--- config.mk ---
export PLATFORM = sky130hd
export DESIGN_NAME = dvs_hssl_top
export DESIGN_NICKNAME = d
export VERILOG_FILES = /design/src/common/dvs_hssl_pkg.sv /design/src/rtl/cfg_regs.sv /design/src/rtl/event_mapper.sv /design/src/routing/pkt_router.sv /design/src/rtl/channel_queue.sv /design/src/rtl/channel_arbiter.sv /design/src/rtl/dvs_hssl_top.sv
export SDC_FILE = /design/constraint.sdc
export NUM_CORES = 2
export LEC_CHECK = 0
export ABC_CLOCK_PERIOD_IN_PS = 6300
export BUFFER_PORTS_ARGS = -buffer_cell sky130_fd_sc_hd__buf_2
export CAP_MARGIN = 30
export CORE_UTILIZATION = 30
export CTS_BUF_LIST = sky130_fd_sc_hd__clkbuf_8
export CTS_CLUSTER_SIZE = 14
export DETAILED_ROUTE_END_ITERATION = 10
export SYNTH_ARGS = -nofsm -noshare
export SYNTH_HDL_FRONTEND = slang
export SYNTH_HIERARCHICAL = 1
export SYNTH_SLANG_ARGS = --single-unit
--- constraint.sdc ---
create_clock -name pl_clk0_buf_int -period 6.3 [get_ports pl_clk0_buf_int]
set_input_delay 0.63 -clock pl_clk0_buf_int [delete_from_list [all_inputs] [get_ports pl_clk0_buf_int]]
set_output_delay 0.63 -clock pl_clk0_buf_int [all_outputs]
set_load 0.005 [all_outputs]
--- src/common/dvs_hssl_pkg.sv ---
//--------------------------------------------------------------------
// shared widths, config address map and packed types
// num_channels must equal 2**chan_bits and queue_depth a power of two
//--------------------------------------------------------------------
`default_nettype none

package dvs_hssl_pkg;

  // sizes
  localparam int key_bits     = 32;
  localparam int num_channels = 8;
  localparam int chan_bits    = 3;
  localparam int num_routes   = 16;
  localparam int num_fields   = 4;
  localparam int shift_bits   = 3;
  localparam int queue_depth  = 4;

  // config address map, word addresses
  localparam int addr_map_key          = 0;
  localparam int addr_field_mask_base  = 1;
  localparam int addr_field_shift_base = 5;
  localparam int addr_route_key_base   = 16;
  localparam int addr_route_mask_base  = 32;
  localparam int addr_route_chan_base  = 48;

  typedef struct packed {
    logic                we;
    logic [7:0]          addr;
    logic [key_bits-1:0] data;
  } cfg_t;

  typedef struct packed {
    logic [key_bits-1:0]  key;
    logic [key_bits-1:0]  mask;
    logic [chan_bits-1:0] route;
  } route_entry_t;

  typedef struct packed {
    logic [key_bits-1:0]   mask;
    logic [shift_bits-1:0] shift;
  } field_t;

  // channel travels with the key on the link
  typedef struct packed {
    logic [chan_bits-1:0] chan;
    logic [key_bits-1:0]  key;
  } link_pkt_t;

endpackage

`default_nettype wire

--- src/rtl/cfg_regs.sv ---
//--------------------------------------------------------------------
// mapper and routing table registers, write only, no handshake
// writes land on the next edge, unmapped addresses are ignored
//--------------------------------------------------------------------
`default_nettype none
`timescale 1ns/1ps

module cfg_regs
(
  input  wire logic                                               pl_clk0_buf_int,
  input  wire logic                                               rst,
  input  wire dvs_hssl_pkg::cfg_t                                 cfg,
  output logic [dvs_hssl_pkg::key_bits-1:0]                       map_key,
  output dvs_hssl_pkg::field_t [dvs_hssl_pkg::num_fields-1:0]     fields,
  output dvs_hssl_pkg::route_entry_t [dvs_hssl_pkg::num_routes-1:0] routes
);

  //------------------------------------------------------------------
  // address decode and register update
  //------------------------------------------------------------------
  always_ff @(posedge pl_clk0_buf_int)
  begin
    if (rst)
    begin
      // all zero, so route entry 0 catches every key to channel 0
      map_key <= '0;
      fields  <= '0;
      routes  <= '0;
    end
    else if (cfg.we)
    begin
      if (cfg.addr == 8'(dvs_hssl_pkg::addr_map_key))
        map_key <= cfg.data;

      // mapper fields, masks then shifts
      for (int f = 0; f < dvs_hssl_pkg::num_fields; f++)
      begin
        if (cfg.addr == 8'(dvs_hssl_pkg::addr_field_mask_base + f))
          fields[f].mask <= cfg.data;
        if (cfg.addr == 8'(dvs_hssl_pkg::addr_field_shift_base + f))
          fields[f].shift <= cfg.data[dvs_hssl_pkg::shift_bits-1:0];
      end

      // routing table, three banks of num_routes words
      for (int r = 0; r < dvs_hssl_pkg::num_routes; r++)
      begin
        if (cfg.addr == 8'(dvs_hssl_pkg::addr_route_key_base + r))
          routes[r].key <= cfg.data;
        if (cfg.addr == 8'(dvs_hssl_pkg::addr_route_mask_base + r))
          routes[r].mask <= cfg.data;
        // only the low chan_bits of the word are kept
        if (cfg.addr == 8'(dvs_hssl_pkg::addr_route_chan_base + r))
          routes[r].route <= cfg.data[dvs_hssl_pkg::chan_bits-1:0];
      end
    end
  end

endmodule

`default_nettype wire

--- src/rtl/event_mapper.sv ---
//--------------------------------------------------------------------
// event to packet key, one output register, one item in flight
// config must be stable while events are being mapped
//--------------------------------------------------------------------
`default_nettype none
`timescale 1ns/1ps

module event_mapper
(
  input  wire logic                                           pl_clk0_buf_int,
  input  wire logic                                           rst,
  input  wire logic [dvs_hssl_pkg::key_bits-1:0]              map_key,
  input  wire dvs_hssl_pkg::field_t [dvs_hssl_pkg::num_fields-1:0] fields,
  input  wire logic [dvs_hssl_pkg::key_bits-1:0]              evt_data,
  input  wire logic                                           evt_valid,
  output logic                                                evt_ready,
  output logic [dvs_hssl_pkg::key_bits-1:0]                   key_data,
  output logic                                                key_valid,
  input  wire logic                                           key_ready
);

  logic [dvs_hssl_pkg::key_bits-1:0] mapped_key;

  //------------------------------------------------------------------
  // mapping rule
  //------------------------------------------------------------------
  // base key OR each masked field, shifted right logically
  always_comb
  begin
    mapped_key = map_key;
    for (int f = 0; f < dvs_hssl_pkg::num_fields; f++)
      mapped_key = mapped_key | ((evt_data & fields[f].mask) >> fields[f].shift);
  end

  //------------------------------------------------------------------
  // output register
  //------------------------------------------------------------------
  // accept when empty or draining this cycle
  assign evt_ready = !key_valid || key_ready;

  always_ff @(posedge pl_clk0_buf_int)
  begin
    if (rst)
      key_valid <= 1'b0;
    else if (evt_ready)
      key_valid <= evt_valid;
  end

  // key payload, loaded on accept
  always_ff @(posedge pl_clk0_buf_int)
  begin
    if (evt_valid && evt_ready)
      key_data <= mapped_key;
  end

endmodule

`default_nettype wire

--- src/routing/pkt_router.sv ---
//--------------------------------------------------------------------
// first-match ternary routing, lowest index wins
// unmatched keys drop at once, counters wrap at 2**32
//--------------------------------------------------------------------
`default_nettype none
`timescale 1ns/1ps

module pkt_router
(
  input  wire logic                                                 pl_clk0_buf_int,
  input  wire logic                                                 rst,
  input  wire dvs_hssl_pkg::route_entry_t [dvs_hssl_pkg::num_routes-1:0] routes,
  input  wire logic [dvs_hssl_pkg::key_bits-1:0]                    key_data,
  input  wire logic                                                 key_valid,
  output logic                                                      key_ready,
  output logic [dvs_hssl_pkg::key_bits-1:0]                         q_in_key,
  output logic [dvs_hssl_pkg::num_channels-1:0]                     q_in_valid,
  input  wire logic [dvs_hssl_pkg::num_channels-1:0]                q_in_ready,
  output logic [31:0]                                               routed_count,
  output logic [31:0]                                               dropped_count
);

  logic                               hit;
  logic [dvs_hssl_pkg::chan_bits-1:0] hit_chan;

  // stage register
  logic                               st_valid;
  logic [dvs_hssl_pkg::key_bits-1:0]  st_key;
  logic                               st_hit;
  logic [dvs_hssl_pkg::chan_bits-1:0] st_chan;
  logic                               st_leave;

  //------------------------------------------------------------------
  // priority search
  //------------------------------------------------------------------
  // scan from the top so the lowest match is written last
  always_comb
  begin
    hit      = 1'b0;
    hit_chan = '0;
    for (int r = dvs_hssl_pkg::num_routes - 1; r >= 0; r--)
    begin
      if ((key_data & routes[r].mask) == routes[r].key)
      begin
        hit      = 1'b1;
        hit_chan = routes[r].route;
      end
    end
  end

  //------------------------------------------------------------------
  // stage and queue steering
  //------------------------------------------------------------------
  // drops leave right away, hits wait for their queue
  assign st_leave  = !st_hit || q_in_ready[st_chan];
  assign key_ready = !st_valid || st_leave;
  assign q_in_key  = st_key;

  always_comb
  begin
    q_in_valid = '0;
    if (st_valid && st_hit)
      q_in_valid[st_chan] = 1'b1;
  end

  always_ff @(posedge pl_clk0_buf_int)
  begin
    if (rst)
      st_valid <= 1'b0;
    else if (key_ready)
      st_valid <= key_valid;
  end

  always_ff @(posedge pl_clk0_buf_int)
  begin
    if (key_valid && key_ready)
    begin
      st_key  <= key_data;
      st_hit  <= hit;
      st_chan <= hit_chan;
    end
  end

  // routed counts on queue write, dropped as the packet leaves
  always_ff @(posedge pl_clk0_buf_int)
  begin
    if (rst)
    begin
      routed_count  <= '0;
      dropped_count <= '0;
    end
    else if (st_valid)
    begin
      if (st_hit && q_in_ready[st_chan])
        routed_count <= routed_count + 32'd1;
      if (!st_hit)
        dropped_count <= dropped_count + 32'd1;
    end
  end

endmodule

`default_nettype wire

--- src/rtl/channel_queue.sv ---
//--------------------------------------------------------------------
// circular FIFO of packet keys, valid/ready on both sides
// queue_depth must be a power of two for pointer wrap
//--------------------------------------------------------------------
`default_nettype none
`timescale 1ns/1ps

module channel_queue
(
  input  wire logic                              pl_clk0_buf_int,
  input  wire logic                              rst,
  input  wire logic [dvs_hssl_pkg::key_bits-1:0] in_key,
  input  wire logic                              in_valid,
  output logic                                   in_ready,
  output logic [dvs_hssl_pkg::key_bits-1:0]      out_key,
  output logic                                   out_valid,
  input  wire logic                              out_ready
);

  typedef logic [$clog2(dvs_hssl_pkg::queue_depth)-1:0]   ptr_t;
  typedef logic [$clog2(dvs_hssl_pkg::queue_depth+1)-1:0] count_t;

  logic [dvs_hssl_pkg::key_bits-1:0] mem [dvs_hssl_pkg::queue_depth];
  ptr_t                              wr_ptr;
  ptr_t                              rd_ptr;
  count_t                            count;
  logic                              push;
  logic                              pop;

  // full at queue_depth, head visible the cycle after a write
  assign in_ready  = count != count_t'(dvs_hssl_pkg::queue_depth);
  assign out_valid = count != '0;
  assign out_key   = mem[rd_ptr];
  assign push      = in_valid && in_ready;
  assign pop       = out_valid && out_ready;

  // storage
  always_ff @(posedge pl_clk0_buf_int)
  begin
    if (push)
      mem[wr_ptr] <= in_key;
  end

  // pointers and occupancy
  always_ff @(posedge pl_clk0_buf_int)
  begin
    if (rst)
    begin
      wr_ptr <= '0;
      rd_ptr <= '0;
      count  <= '0;
    end
    else
    begin
      if (push)
        wr_ptr <= wr_ptr + 1'b1;
      if (pop)
        rd_ptr <= rd_ptr + 1'b1;
      // simultaneous push and pop leaves count alone
      if (push && !pop)
        count <= count + 1'b1;
      else if (pop && !push)
        count <= count - 1'b1;
    end
  end

endmodule

`default_nettype wire

--- src/rtl/channel_arbiter.sv ---
//--------------------------------------------------------------------
// round-robin merge of channel queues onto one registered link port
// rotation relies on num_channels == 2**chan_bits
//--------------------------------------------------------------------
`default_nettype none
`timescale 1ns/1ps

module channel_arbiter
(
  input  wire logic                                                        pl_clk0_buf_int,
  input  wire logic                                                        rst,
  input  wire logic [dvs_hssl_pkg::num_channels-1:0][dvs_hssl_pkg::key_bits-1:0] q_out_key,
  input  wire logic [dvs_hssl_pkg::num_channels-1:0]                       q_out_valid,
  output logic [dvs_hssl_pkg::num_channels-1:0]                            q_out_ready,
  output dvs_hssl_pkg::link_pkt_t                                          link_pkt,
  output logic                                                             link_valid,
  input  wire logic                                                        link_ready
);

  logic [dvs_hssl_pkg::chan_bits-1:0] last;
  logic [dvs_hssl_pkg::chan_bits-1:0] pick;
  logic [dvs_hssl_pkg::chan_bits-1:0] idx;
  logic                               grant;

  //------------------------------------------------------------------
  // next nonempty channel above the last one served
  //------------------------------------------------------------------
  // largest offset first, so the nearest channel wins
  always_comb
  begin
    pick = last;
    idx  = last;
    for (int i = dvs_hssl_pkg::num_channels; i >= 1; i--)
    begin
      idx = last + i[dvs_hssl_pkg::chan_bits-1:0];
      if (q_out_valid[idx])
        pick = idx;
    end
  end

  // pop only when the output register is free or draining
  assign grant = (|q_out_valid) && (!link_valid || link_ready);

  always_comb
  begin
    q_out_ready = '0;
    if (grant)
      q_out_ready[pick] = 1'b1;
  end

  //------------------------------------------------------------------
  // output register
  //------------------------------------------------------------------
  always_ff @(posedge pl_clk0_buf_int)
  begin
    if (rst)
    begin
      link_valid <= 1'b0;
      last       <= '0;
    end
    else if (grant)
    begin
      link_valid <= 1'b1;
      last       <= pick;
    end
    else if (link_ready)
      link_valid <= 1'b0;
  end

  // packet labelled with its channel
  always_ff @(posedge pl_clk0_buf_int)
  begin
    if (grant)
    begin
      link_pkt.chan <= pick;
      link_pkt.key  <= q_out_key[pick];
    end
  end

endmodule

`default_nettype wire

--- src/rtl/dvs_hssl_top.sv ---
//--------------------------------------------------------------------
// event to link packet transmit path, single clock domain
// min latency evt accept to link_valid is 4 cycles
//--------------------------------------------------------------------
`default_nettype none
`timescale 1ns/1ps

module dvs_hssl_top
(
  input  wire logic                       pl_clk0_buf_int,
  input  wire logic                       rst,
  input  wire dvs_hssl_pkg::cfg_t         cfg,
  input  wire logic [31:0]                evt_data,
  input  wire logic                       evt_valid,
  output logic                            evt_ready,
  output dvs_hssl_pkg::link_pkt_t         link_pkt,
  output logic                            link_valid,
  input  wire logic                       link_ready,
  output logic [31:0]                     routed_count,
  output logic [31:0]                     dropped_count
);

  //------------------------------------------------------------------
  // internal signals
  //------------------------------------------------------------------
  logic [dvs_hssl_pkg::key_bits-1:0]                                 map_key;
  dvs_hssl_pkg::field_t [dvs_hssl_pkg::num_fields-1:0]               fields;
  dvs_hssl_pkg::route_entry_t [dvs_hssl_pkg::num_routes-1:0]         routes;

  // mapper to router
  logic [dvs_hssl_pkg::key_bits-1:0]                                 key_data;
  logic                                                              key_valid;
  logic                                                              key_ready;

  // router to queues, key shared by all channels
  logic [dvs_hssl_pkg::key_bits-1:0]                                 q_in_key;
  logic [dvs_hssl_pkg::num_channels-1:0]                             q_in_valid;
  logic [dvs_hssl_pkg::num_channels-1:0]                             q_in_ready;

  // queues to arbiter
  logic [dvs_hssl_pkg::num_channels-1:0][dvs_hssl_pkg::key_bits-1:0] q_out_key;
  logic [dvs_hssl_pkg::num_channels-1:0]                             q_out_valid;
  logic [dvs_hssl_pkg::num_channels-1:0]                             q_out_ready;

  //------------------------------------------------------------------
  // config registers and event mapper
  //------------------------------------------------------------------
  cfg_regs i_cfg_regs (
    .pl_clk0_buf_int (pl_clk0_buf_int),
    .rst             (rst),
    .cfg             (cfg),
    .map_key         (map_key),
    .fields          (fields),
    .routes          (routes)
  );

  event_mapper i_event_mapper (
    .pl_clk0_buf_int (pl_clk0_buf_int),
    .rst             (rst),
    .map_key         (map_key),
    .fields          (fields),
    .evt_data        (evt_data),
    .evt_valid       (evt_valid),
    .evt_ready       (evt_ready),
    .key_data        (key_data),
    .key_valid       (key_valid),
    .key_ready       (key_ready)
  );

  //------------------------------------------------------------------
  // routing, per-channel queues, merge onto the link
  //------------------------------------------------------------------
  pkt_router i_pkt_router (
    .pl_clk0_buf_int (pl_clk0_buf_int),
    .rst             (rst),
    .routes          (routes),
    .key_data        (key_data),
    .key_valid       (key_valid),
    .key_ready       (key_ready),
    .q_in_key        (q_in_key),
    .q_in_valid      (q_in_valid),
    .q_in_ready      (q_in_ready),
    .routed_count    (routed_count),
    .dropped_count   (dropped_count)
  );

  // one queue per channel
  for (genvar ch = 0; ch < dvs_hssl_pkg::num_channels; ch++)
  begin : g_queue
    channel_queue i_channel_queue (
      .pl_clk0_buf_int (pl_clk0_buf_int),
      .rst             (rst),
      .in_key          (q_in_key),
      .in_valid        (q_in_valid[ch]),
      .in_ready        (q_in_ready[ch]),
      .out_key         (q_out_key[ch]),
      .out_valid       (q_out_valid[ch]),
      .out_ready       (q_out_ready[ch])
    );
  end

  channel_arbiter i_channel_arbiter (
    .pl_clk0_buf_int (pl_clk0_buf_int),
    .rst             (rst),
    .q_out_key       (q_out_key),
    .q_out_valid     (q_out_valid),
    .q_out_ready     (q_out_ready),
    .link_pkt        (link_pkt),
    .link_valid      (link_valid),
    .link_ready      (link_ready)
  );

endmodule

`default_nettype wire

# == Word-level counts from Yosys, hierarchy flattened ==
# Memories as Yosys holds them, arrays and structs flattened. A register that Yosys moved wholly into a read port is not among the register bits.
# Cells that the tools add are included.
# word_totals
regBits,1473
mem_bits_rw,1024
inputBits,77
mem_count,8
# op_classes
addsub,41
order_cmp,11
n_eq_ne,80
n_shift,4
mux,98
bitwise_logic,25
n_reduce_logical,142
# memory_table
name,words,width,read_ports,rd_clocked_by_memory_dff,write_ports,line,source
g_queue[0].i_channel_queue.mem,4,32,1,1,1,channel_queue.sv:23,logic [dvs_hssl_pkg::key_bits-1:0] mem [dvs_hssl_pkg::queue_depth];
g_queue[1].i_channel_queue.mem,4,32,1,1,1,channel_queue.sv:23,
g_queue[2].i_channel_queue.mem,4,32,1,1,1,channel_queue.sv:23,
g_queue[3].i_channel_queue.mem,4,32,1,1,1,channel_queue.sv:23,
g_queue[4].i_channel_queue.mem,4,32,1,1,1,channel_queue.sv:23,
g_queue[5].i_channel_queue.mem,4,32,1,1,1,channel_queue.sv:23,
2 more memories,-,-,-,-,-,-,
# op_table
op,count
$and A32 B32 Y32,20
$eq A32 B32 Y1,16
$eq A8 B6 Y1 const B,32
$eq A8 B5 Y1 const B,16
$or A32 B32 Y32,4
$shr A32 B3 Y32,4
$reduce_and A2 Y1,59
$mux W3,39
$bmux W32 S3,1
$add A32 B1 Y32 const B,2
$logic_and A1 B1 Y1,39
$lt A3 B4 Y1 const B,9
$add A2 B1 Y2 const B,16
$eq A8 B3 Y1 const B,4
$mux W2,16
$mux W32,1
$mux W1,29
$add A3 B1 Y3 const B,9
$bmux W1 S3,8
$ne A3 B3 Y1 const B,8
$reduce_bool A3 Y1,8
$sub A3 B1 Y3 const B,8
$logic_not A1 Y1,20
$reduce_bool A2 Y1,9
other kinds (13),24

# == Depth between registers and ports, before layout ==
# depth
word_depth,19
mapped_depth,21
ltp_nobuf,17

# == Modules after synthesis ==
# The synthesis kept the hierarchy.
# by_module_without_submodules
mod,n_inst,cells_per_inst,area_per_inst_um2,seq_area_each_um2
cfg_regs,1,4267,47946.0,24903.9
channel_queue,8,215,5136.2,4023.9
pkt_router,1,1884,14000.9,2382.3
event_mapper,1,919,7124.3,980.9
channel_arbiter,1,382,4398.0,1131.1

# == Least setup slack after synthesis ==
# Ideal clock, no wire load.
# synth_path
kind,reg-to-reg
start,reg i_channel_arbiter/last[1] (netlist bit)
end,reg g_queue[6].i_channel_queue.count[2]
setup_time_ps,70
t_arrival_ps,4442
required_time_ps,6230
setup_slack_ps,1788
path_stages_with_launch,21
path_buffers,4
synth_period_minus_slack_ps,4512
path_cell_list,dfxtp_1 clkbuf_1 inv_1 ha_1 buf_2 mux4_2 mux2i_1 o21ai_0 a311oi_2 a211oi_2 o21ai_4 buf_6 buf_8 nor3_1 o31ai_2 ha_1 inv_1 fa_1 xor2_1 or3_1 a21oi_1
# synth_between
elab_chain_cells,19
elab_cells_between_ends,40
cone_classes,add/sub: 7; order compare: 2; mux: 25; reduce/logical: 6
# synth_lines
item,line,source
from (decl),channel_arbiter.sv:20,logic [dvs_hssl_pkg::chan_bits-1:0] last;
from (signal assigned),channel_arbiter.sv:64,last <= pick;
$add A3 B3 Y3,channel_arbiter.sv:35,idx = last + i[dvs_hssl_pkg::chan_bits-1:0];
$bmux W1 S3,channel_arbiter.sv:36,if (q_out_valid[idx])
$mux W1 (not written as such),channel_arbiter.sv:36,
$mux W3 (6 in series),channel_arbiter.sv:36,
$mux W3 (*),channel_arbiter.sv:36,
$lt A3 B4 Y1 (not written as such) or $ge A3 B1 Y1 (tied branches),channel_arbiter.sv:48,q_out_ready[pick] = 1'b1;
$logic_and A1 B1 Y1 (not written as such),channel_arbiter.sv:48,
$mux W1 (not written as such),channel_arbiter.sv:48,
$demux W1 S3 (*),-,
$mux W8 (*),channel_arbiter.sv:47,if (grant)
named net q_out_ready (one bit),dvs_hssl_top.sv:43,logic [dvs_hssl_pkg::num_channels-1:0] q_out_ready;
$logic_and A1 B1 Y1 (*),channel_queue.sv:35,assign pop = out_valid && out_ready;
$logic_not A1 Y1,channel_queue.sv:60,if (push && !pop)
$logic_and A1 B1 Y1,channel_queue.sv:60,
$mux W3 or $reduce_bool A2 Y1 (tied branches),-,
to (signal assigned),channel_queue.sv:61,count <= count + 1'b1;
to (signal assigned),channel_queue.sv:63,count <= count - 1'b1;
to (decl),channel_queue.sv:26,count_t count;
# The timed path passes the listed nets; every way through them passes the cells marked *. The select of a mux whose other input is x is not followed.
# A chain may end at the register's enable or synchronous reset.

# == Final worst setup path ==
# layout_path
start,reg i_channel_arbiter/last[0] (netlist bit)
end,reg g_queue[4].i_channel_queue.count[2]
# layout_between
elab_chain_cells,19
elab_cells_between_ends,40
cone_classes,add/sub: 7; order compare: 2; mux: 25; reduce/logical: 6
# layout_lines
item,line
$add A3 B3 Y3,channel_arbiter.sv:35
$bmux W1 S3,channel_arbiter.sv:36
$mux W1 (not written as such),channel_arbiter.sv:36
$mux W3 (6 in series),channel_arbiter.sv:36
$mux W3 (*),channel_arbiter.sv:36
$lt A3 B4 Y1 (not written as such) or $ge A3 B1 Y1 (tied branches),channel_arbiter.sv:48
$logic_and A1 B1 Y1 (not written as such),channel_arbiter.sv:48
$mux W1 (not written as such),channel_arbiter.sv:48
$demux W1 S3 (*),-
$mux W8 (*),channel_arbiter.sv:47
named net q_out_ready (one bit),dvs_hssl_top.sv:43
$logic_and A1 B1 Y1 (*),channel_queue.sv:35
$logic_not A1 Y1,channel_queue.sv:60
$logic_and A1 B1 Y1,channel_queue.sv:60
$mux W3 or $reduce_bool A2 Y1 (tied branches),-
to (signal assigned),channel_queue.sv:61
to (signal assigned),channel_queue.sv:63
to (decl),channel_queue.sv:26
# Marks and branches as above.

==> impl_summary.txt <==
----------------------------------------------------
[Status]
  Run status ... complete, but fails checks
  Violations in the final reports ... max-slew violations

[Floorplanning]
  Placeable core region ... 379,000 um2
  Die height ... 620 um
  Horiz. Die Dim ... 620 um
  Boundary pin count ... 178
  Standard-cell rows ... 226
  Area of the die ... 384,000 um2
  Starting density of the core ... 30.2%

[Worst setup path]
  Last element of the critical path ... g_queue[4].i_channel_queue/count[2]$_SDFFE_PP0P_
  Depth of the most critical reg-to-reg path ... 17
  Ordered cell list for the critical path ... inv_1 -> ha_1 -> mux4_2 -> mux2i_1 -> o21ai_0 -> a311oi_2 -> a211oi_2 -> o21ai_4 -> inv_4 -> nor3_1 -> o31ai_2 -> ha_1 -> inv_1 -> fa_1 -> xor2_1 -> or3_1 -> a21oi_1
  End of the worst register-to-register path ... g_queue[4].i_channel_queue/count[2]$_SDFFE_PP0P_
  Required time of the critical path ... 7280 ps
  Data arrival time at the worst-slack endpoint ... 6130 ps
  Largest stage delay on the critical path ... 680 ps
  Worst-path fanout max ... 11
  Flop2flop setup slack ... 1150 ps
  Critical path origin ... i_channel_arbiter/last[0]$_SDFFE_PP0P_
  FF-to-FF Start ... i_channel_arbiter/last[0]$_SDFFE_PP0P_
  Critical path capture point type ... register
  Slowest cell on crit path ... dfxtp_1
  Setup crit start kind ... register
  Worst Path Class, Setup ... reg -> reg

[GRT]
  Initial antenna violation count ... 40
  Total congestion overflow ... 0
  Met2 GRT Util ... 28.9%
  Global-route wire length before repair ... 507,000 um
  GRT met3 Usage ... 2.58%
  Met1 Track Usage GR ... 23.5%
  Pin count of the biggest net entering global routing ... 351
  Via count of the first global-routing pass ... 76,900
  GRT Resource Usage Total ... 17.6%
  Most congested layer reported by global routing ... met2

[Synth]
  EDFF count, synth ... 1,127
  Synthesized netlist cell count ... 9,172
  Net Count, Synth ... 9,301
  Post-synth ARST share ... 0%
  Count of state elements after synthesis ... 2,513
  Proportion of synthesized chip area in sequential cells ... 53.8%
  Netlist area before placement ... 115,000 um2
  Yosys synthesis warning count ... 6
  Primary FF master, synth ... dfxtp_1
  Synthesized area per cell ... 12.5 um2
  Unique masters post-synth ... 103

[Route]
  DRT iter0 DRCs ... 6,785
  Initial DRT Pass Iterations ... 8
  DRT antenna net count ... 0
  Number of design rule violations left after detail routing ... 0
  DR vias ... 76,300
  Ratio of routed vias to standard cells ... 5.21
  Final WL ... 350,000 um
  Wire per inst ... 23.9 um

[Final layout]
  Util after Layout ... 33.9%
  Area Growth Syn to Fin ... 12.2%
  Finished layout cell area ... 129,000 um2
  Total Nets Final ... 9,403
  Most frequent cells in the layout ... mux2i_1, dfxtp_1, nand2b_1
  Most common library cell in the layout ignoring fill and taps ... mux2i_1
  Final cell count without fillers ... 14,700
  Share of cells above drive strength 1 ... 15.3%

[Pwr]
  Sum of internal, switching and leakage power ... 33.9 mW
  Switching power of the nets ... 8.52 mW
  Part of the total power dissipated in sequential elements ... 51.1%
  Leakage power of the design ... 53.0 nW
  Part of the power in the clock network ... 42.1%
  Power Internal ... 25.4 mW
  Net switching fraction of the power ... 25.1%
  Power density relative to cell area ... 264 nW/um2
  Peak supply drop ... 0.000213 V
  Part of the power in combinational logic ... 6.8%

[STA]
  Final Critical Period ... 5150 ps
  Setup slack of the critical path after layout ... 1150 ps
  Achievable frequency ... 194 MHz
  Final hold violations ... 0
  Crit share post-route ... 81.8%
  Number of setup violations in the final report ... 0
  Unrepaired setup endpoints after global routing ... no
  Aggregate negative setup slack ... 0 ps
  Hold slack final ... 140 ps
  Fin Clk Skew ... 103 ps
  Worst-case headroom to the max-slew limit ... -3.97%
  Worst Max-Slew Pin Slew ... 1560 ps
  Max Transition Viols Final ... 105

[CTS]
  Clock latency of the later-clocked register in the worst-skew pair ... 1130 ps
  Clock Root Buffer ... clkbuf_8
  Register clock-pin slew on the reported worst setup and hold paths ... 60 ps
  TritonCTS buffer count ... 424
  Post-CTS Repair Setup Buffers ... 0
  Maximum number of buffers from clock root to sink ... 4
  Clock sinks ... 2,513
  CTS tree ... done
  Htree depth ... 5

[Placed design]
  Port buffer count ... 177
  Placed Instances ... 13,800
  DP Worst Slack ... 1160 ps
  Weighted congestion reported at the end of routability-driven placement ... 0.869
  Post-place instance area ... 120,000 um2
  Final HPWL from detailed placement ... 208,000 um

[Job]
  Max_cap viols ... 0

[Min path]
  HP Class ... in -> reg

----------------------------------------------------
registers in the layout (all words and copies together) (netlist names), 3 cells and up, named ones only:
name                            cells
i_cfg_regs/routes                1072
g_queue.i_channel_queue/mem      1024
i_cfg_regs/fields                 140
i_channel_arbiter/link_pkt         35
i_cfg_regs/map_key                 32
i_event_mapper/key_data            32
i_pkt_router/dropped_count         32
i_pkt_router/q_in_key              32
i_pkt_router/routed_count          32
g_queue.i_channel_queue/count      24
g_queue.i_channel_queue/rd_ptr     16
g_queue.i_channel_queue/wr_ptr     16
i_channel_arbiter/last              3
i_pkt_router/st_chan                3
repair_timing:
item,CTS,global route
hold buffers,7,1
endpoints found under the hold margin,40,1
gates resized for setup,0,0
how the worst min path moves through the flow:
| stage | startpoint | endpoint | slack, ps | depth (start not counted) |
|---|---|---|---|---|
| after global placement | i_cfg_regs/map_key[16]$_SDFFE_PP0P_ | i_cfg_regs/map_key[16]$_SDFFE_PP0P_ | 460 | 2 |
| after floorplan | i_event_mapper/key_data[0]$_DFFE_PP_ | i_pkt_router/q_in_key[0]$_DFFE_PP_ | 420 | 0 |
| after global routing | cfg[6] | i_cfg_regs/routes[778]$_SDFFE_PP0P_ | 90 | 4 |
| after detailed placement | i_cfg_regs/map_key[24]$_SDFFE_PP0P_ | i_cfg_regs/map_key[24]$_SDFFE_PP0P_ | 460 | 2 |
| after CTS | cfg[1] | i_cfg_regs/routes[674]$_SDFFE_PP0P_ | 20 | 3 |
| final | cfg[1] | i_cfg_regs/routes[674]$_SDFFE_PP0P_ | 140 | 3 |
cells in the mapped netlist (23+ instances only):
cell type  instances  share of area (%)
buf_4             69               0.45
inv_1             53               0.17
xnor2_1          146                1.1
nand3b_1          31               0.20
a211oi_1         105               0.69
ha_1              44               0.48
buf_6             65               0.64
and2_1            42               0.23
a21boi_0          97               0.64
buf_12            24               0.42
mux4_2           288                5.7
clkbuf_1         325                1.1
nand2_1          323                1.1
and4_1            35               0.27
edfxtp_1        1127                 30
or3_1             29               0.16
nor2_1           226               0.74
o22a_1           108               0.83
nor4_1            40               0.22
mux2i_1         1480                 13
and3_1           204                1.1
nand4b_1          67               0.51
nand4_1          106               0.58
nor3_1            23               0.10
and3b_1          100               0.76
nand2b_1        1307                7.1
buf_1             31               0.10
o22ai_1           50               0.27
a21oi_1          236                1.0
mux2_2            41               0.40
o21ai_0           73               0.32
nand3_1          204               0.89
a21o_1            95               0.62
o211ai_1          27               0.18
buf_2            208               0.91
dfxtp_1         1386                 24
xor2_1            70               0.54
nand4bb_1         23               0.23
power by group through the flow:
| stage | sequential [mW] | combinational (mW) | clock (mW) |
|---|---|---|---|
| after floorplan | 17.6 | 1.45 | 0 |
| after global placement | 17.7 | 2.14 | 0 |
| after detailed placement | 17.7 | 2.24 | 0 |
| after CTS | 17.3 | 2.25 | 14.6 |
| after global routing | 17.3 | 2.40 | 15.3 |
| final | 17.3 | 2.32 | 14.3 |
layout make-up:
class / instances / area (um2)
Sequential cell: 2513 / 61600
Inverter: 59 / 225
Fill cell: 37200 / 251000
Timing Repair Buffer: 404 / 3370
Clock buffer: 492 / 6770
Antenna cell: 10 / 25.0
Clock inverter: 286 / 1480
Multi-Input combinational cell: 5872 / 48800
Tap cell: 5016 / 6280
routing by layer:
layer  vias up  routed length, um
li1      33800                  -
met1     39000             152000
met2      2805             163000
met3       705              22800
met4        24              11700
met5         -                161
logic make-up (layout without fill, tap and decap cells):
kind of cell / count (synthesis) / count (layout) / share of synthesized area [%]
other cells: 0 / 10 / 0
compound gates: 910 / 910 / 5.55
simple gates: 2852 / 2852 / 15.0
fa+ha+maj: 52 / 52 / 0.620
flops: 2513 / 2513 / 53.8
xor+xnor: 219 / 219 / 1.69
mux: 1839 / 1839 / 19.5
buf+inv: 787 / 1241 / 3.83
critical path: cells and delay by family, from the launching register on:
kind,cells,cell delay (ps)
DFF,1,680
buffers and inverters,3,410
and+or+nand+nor,2,850
muxes,2,890
AOI/OAI and AO/OA,6,1210
xor gates and xnor gates,1,70
adders and majority gates,3,970
No activity file was read; power rests on OpenSTA's default activity.
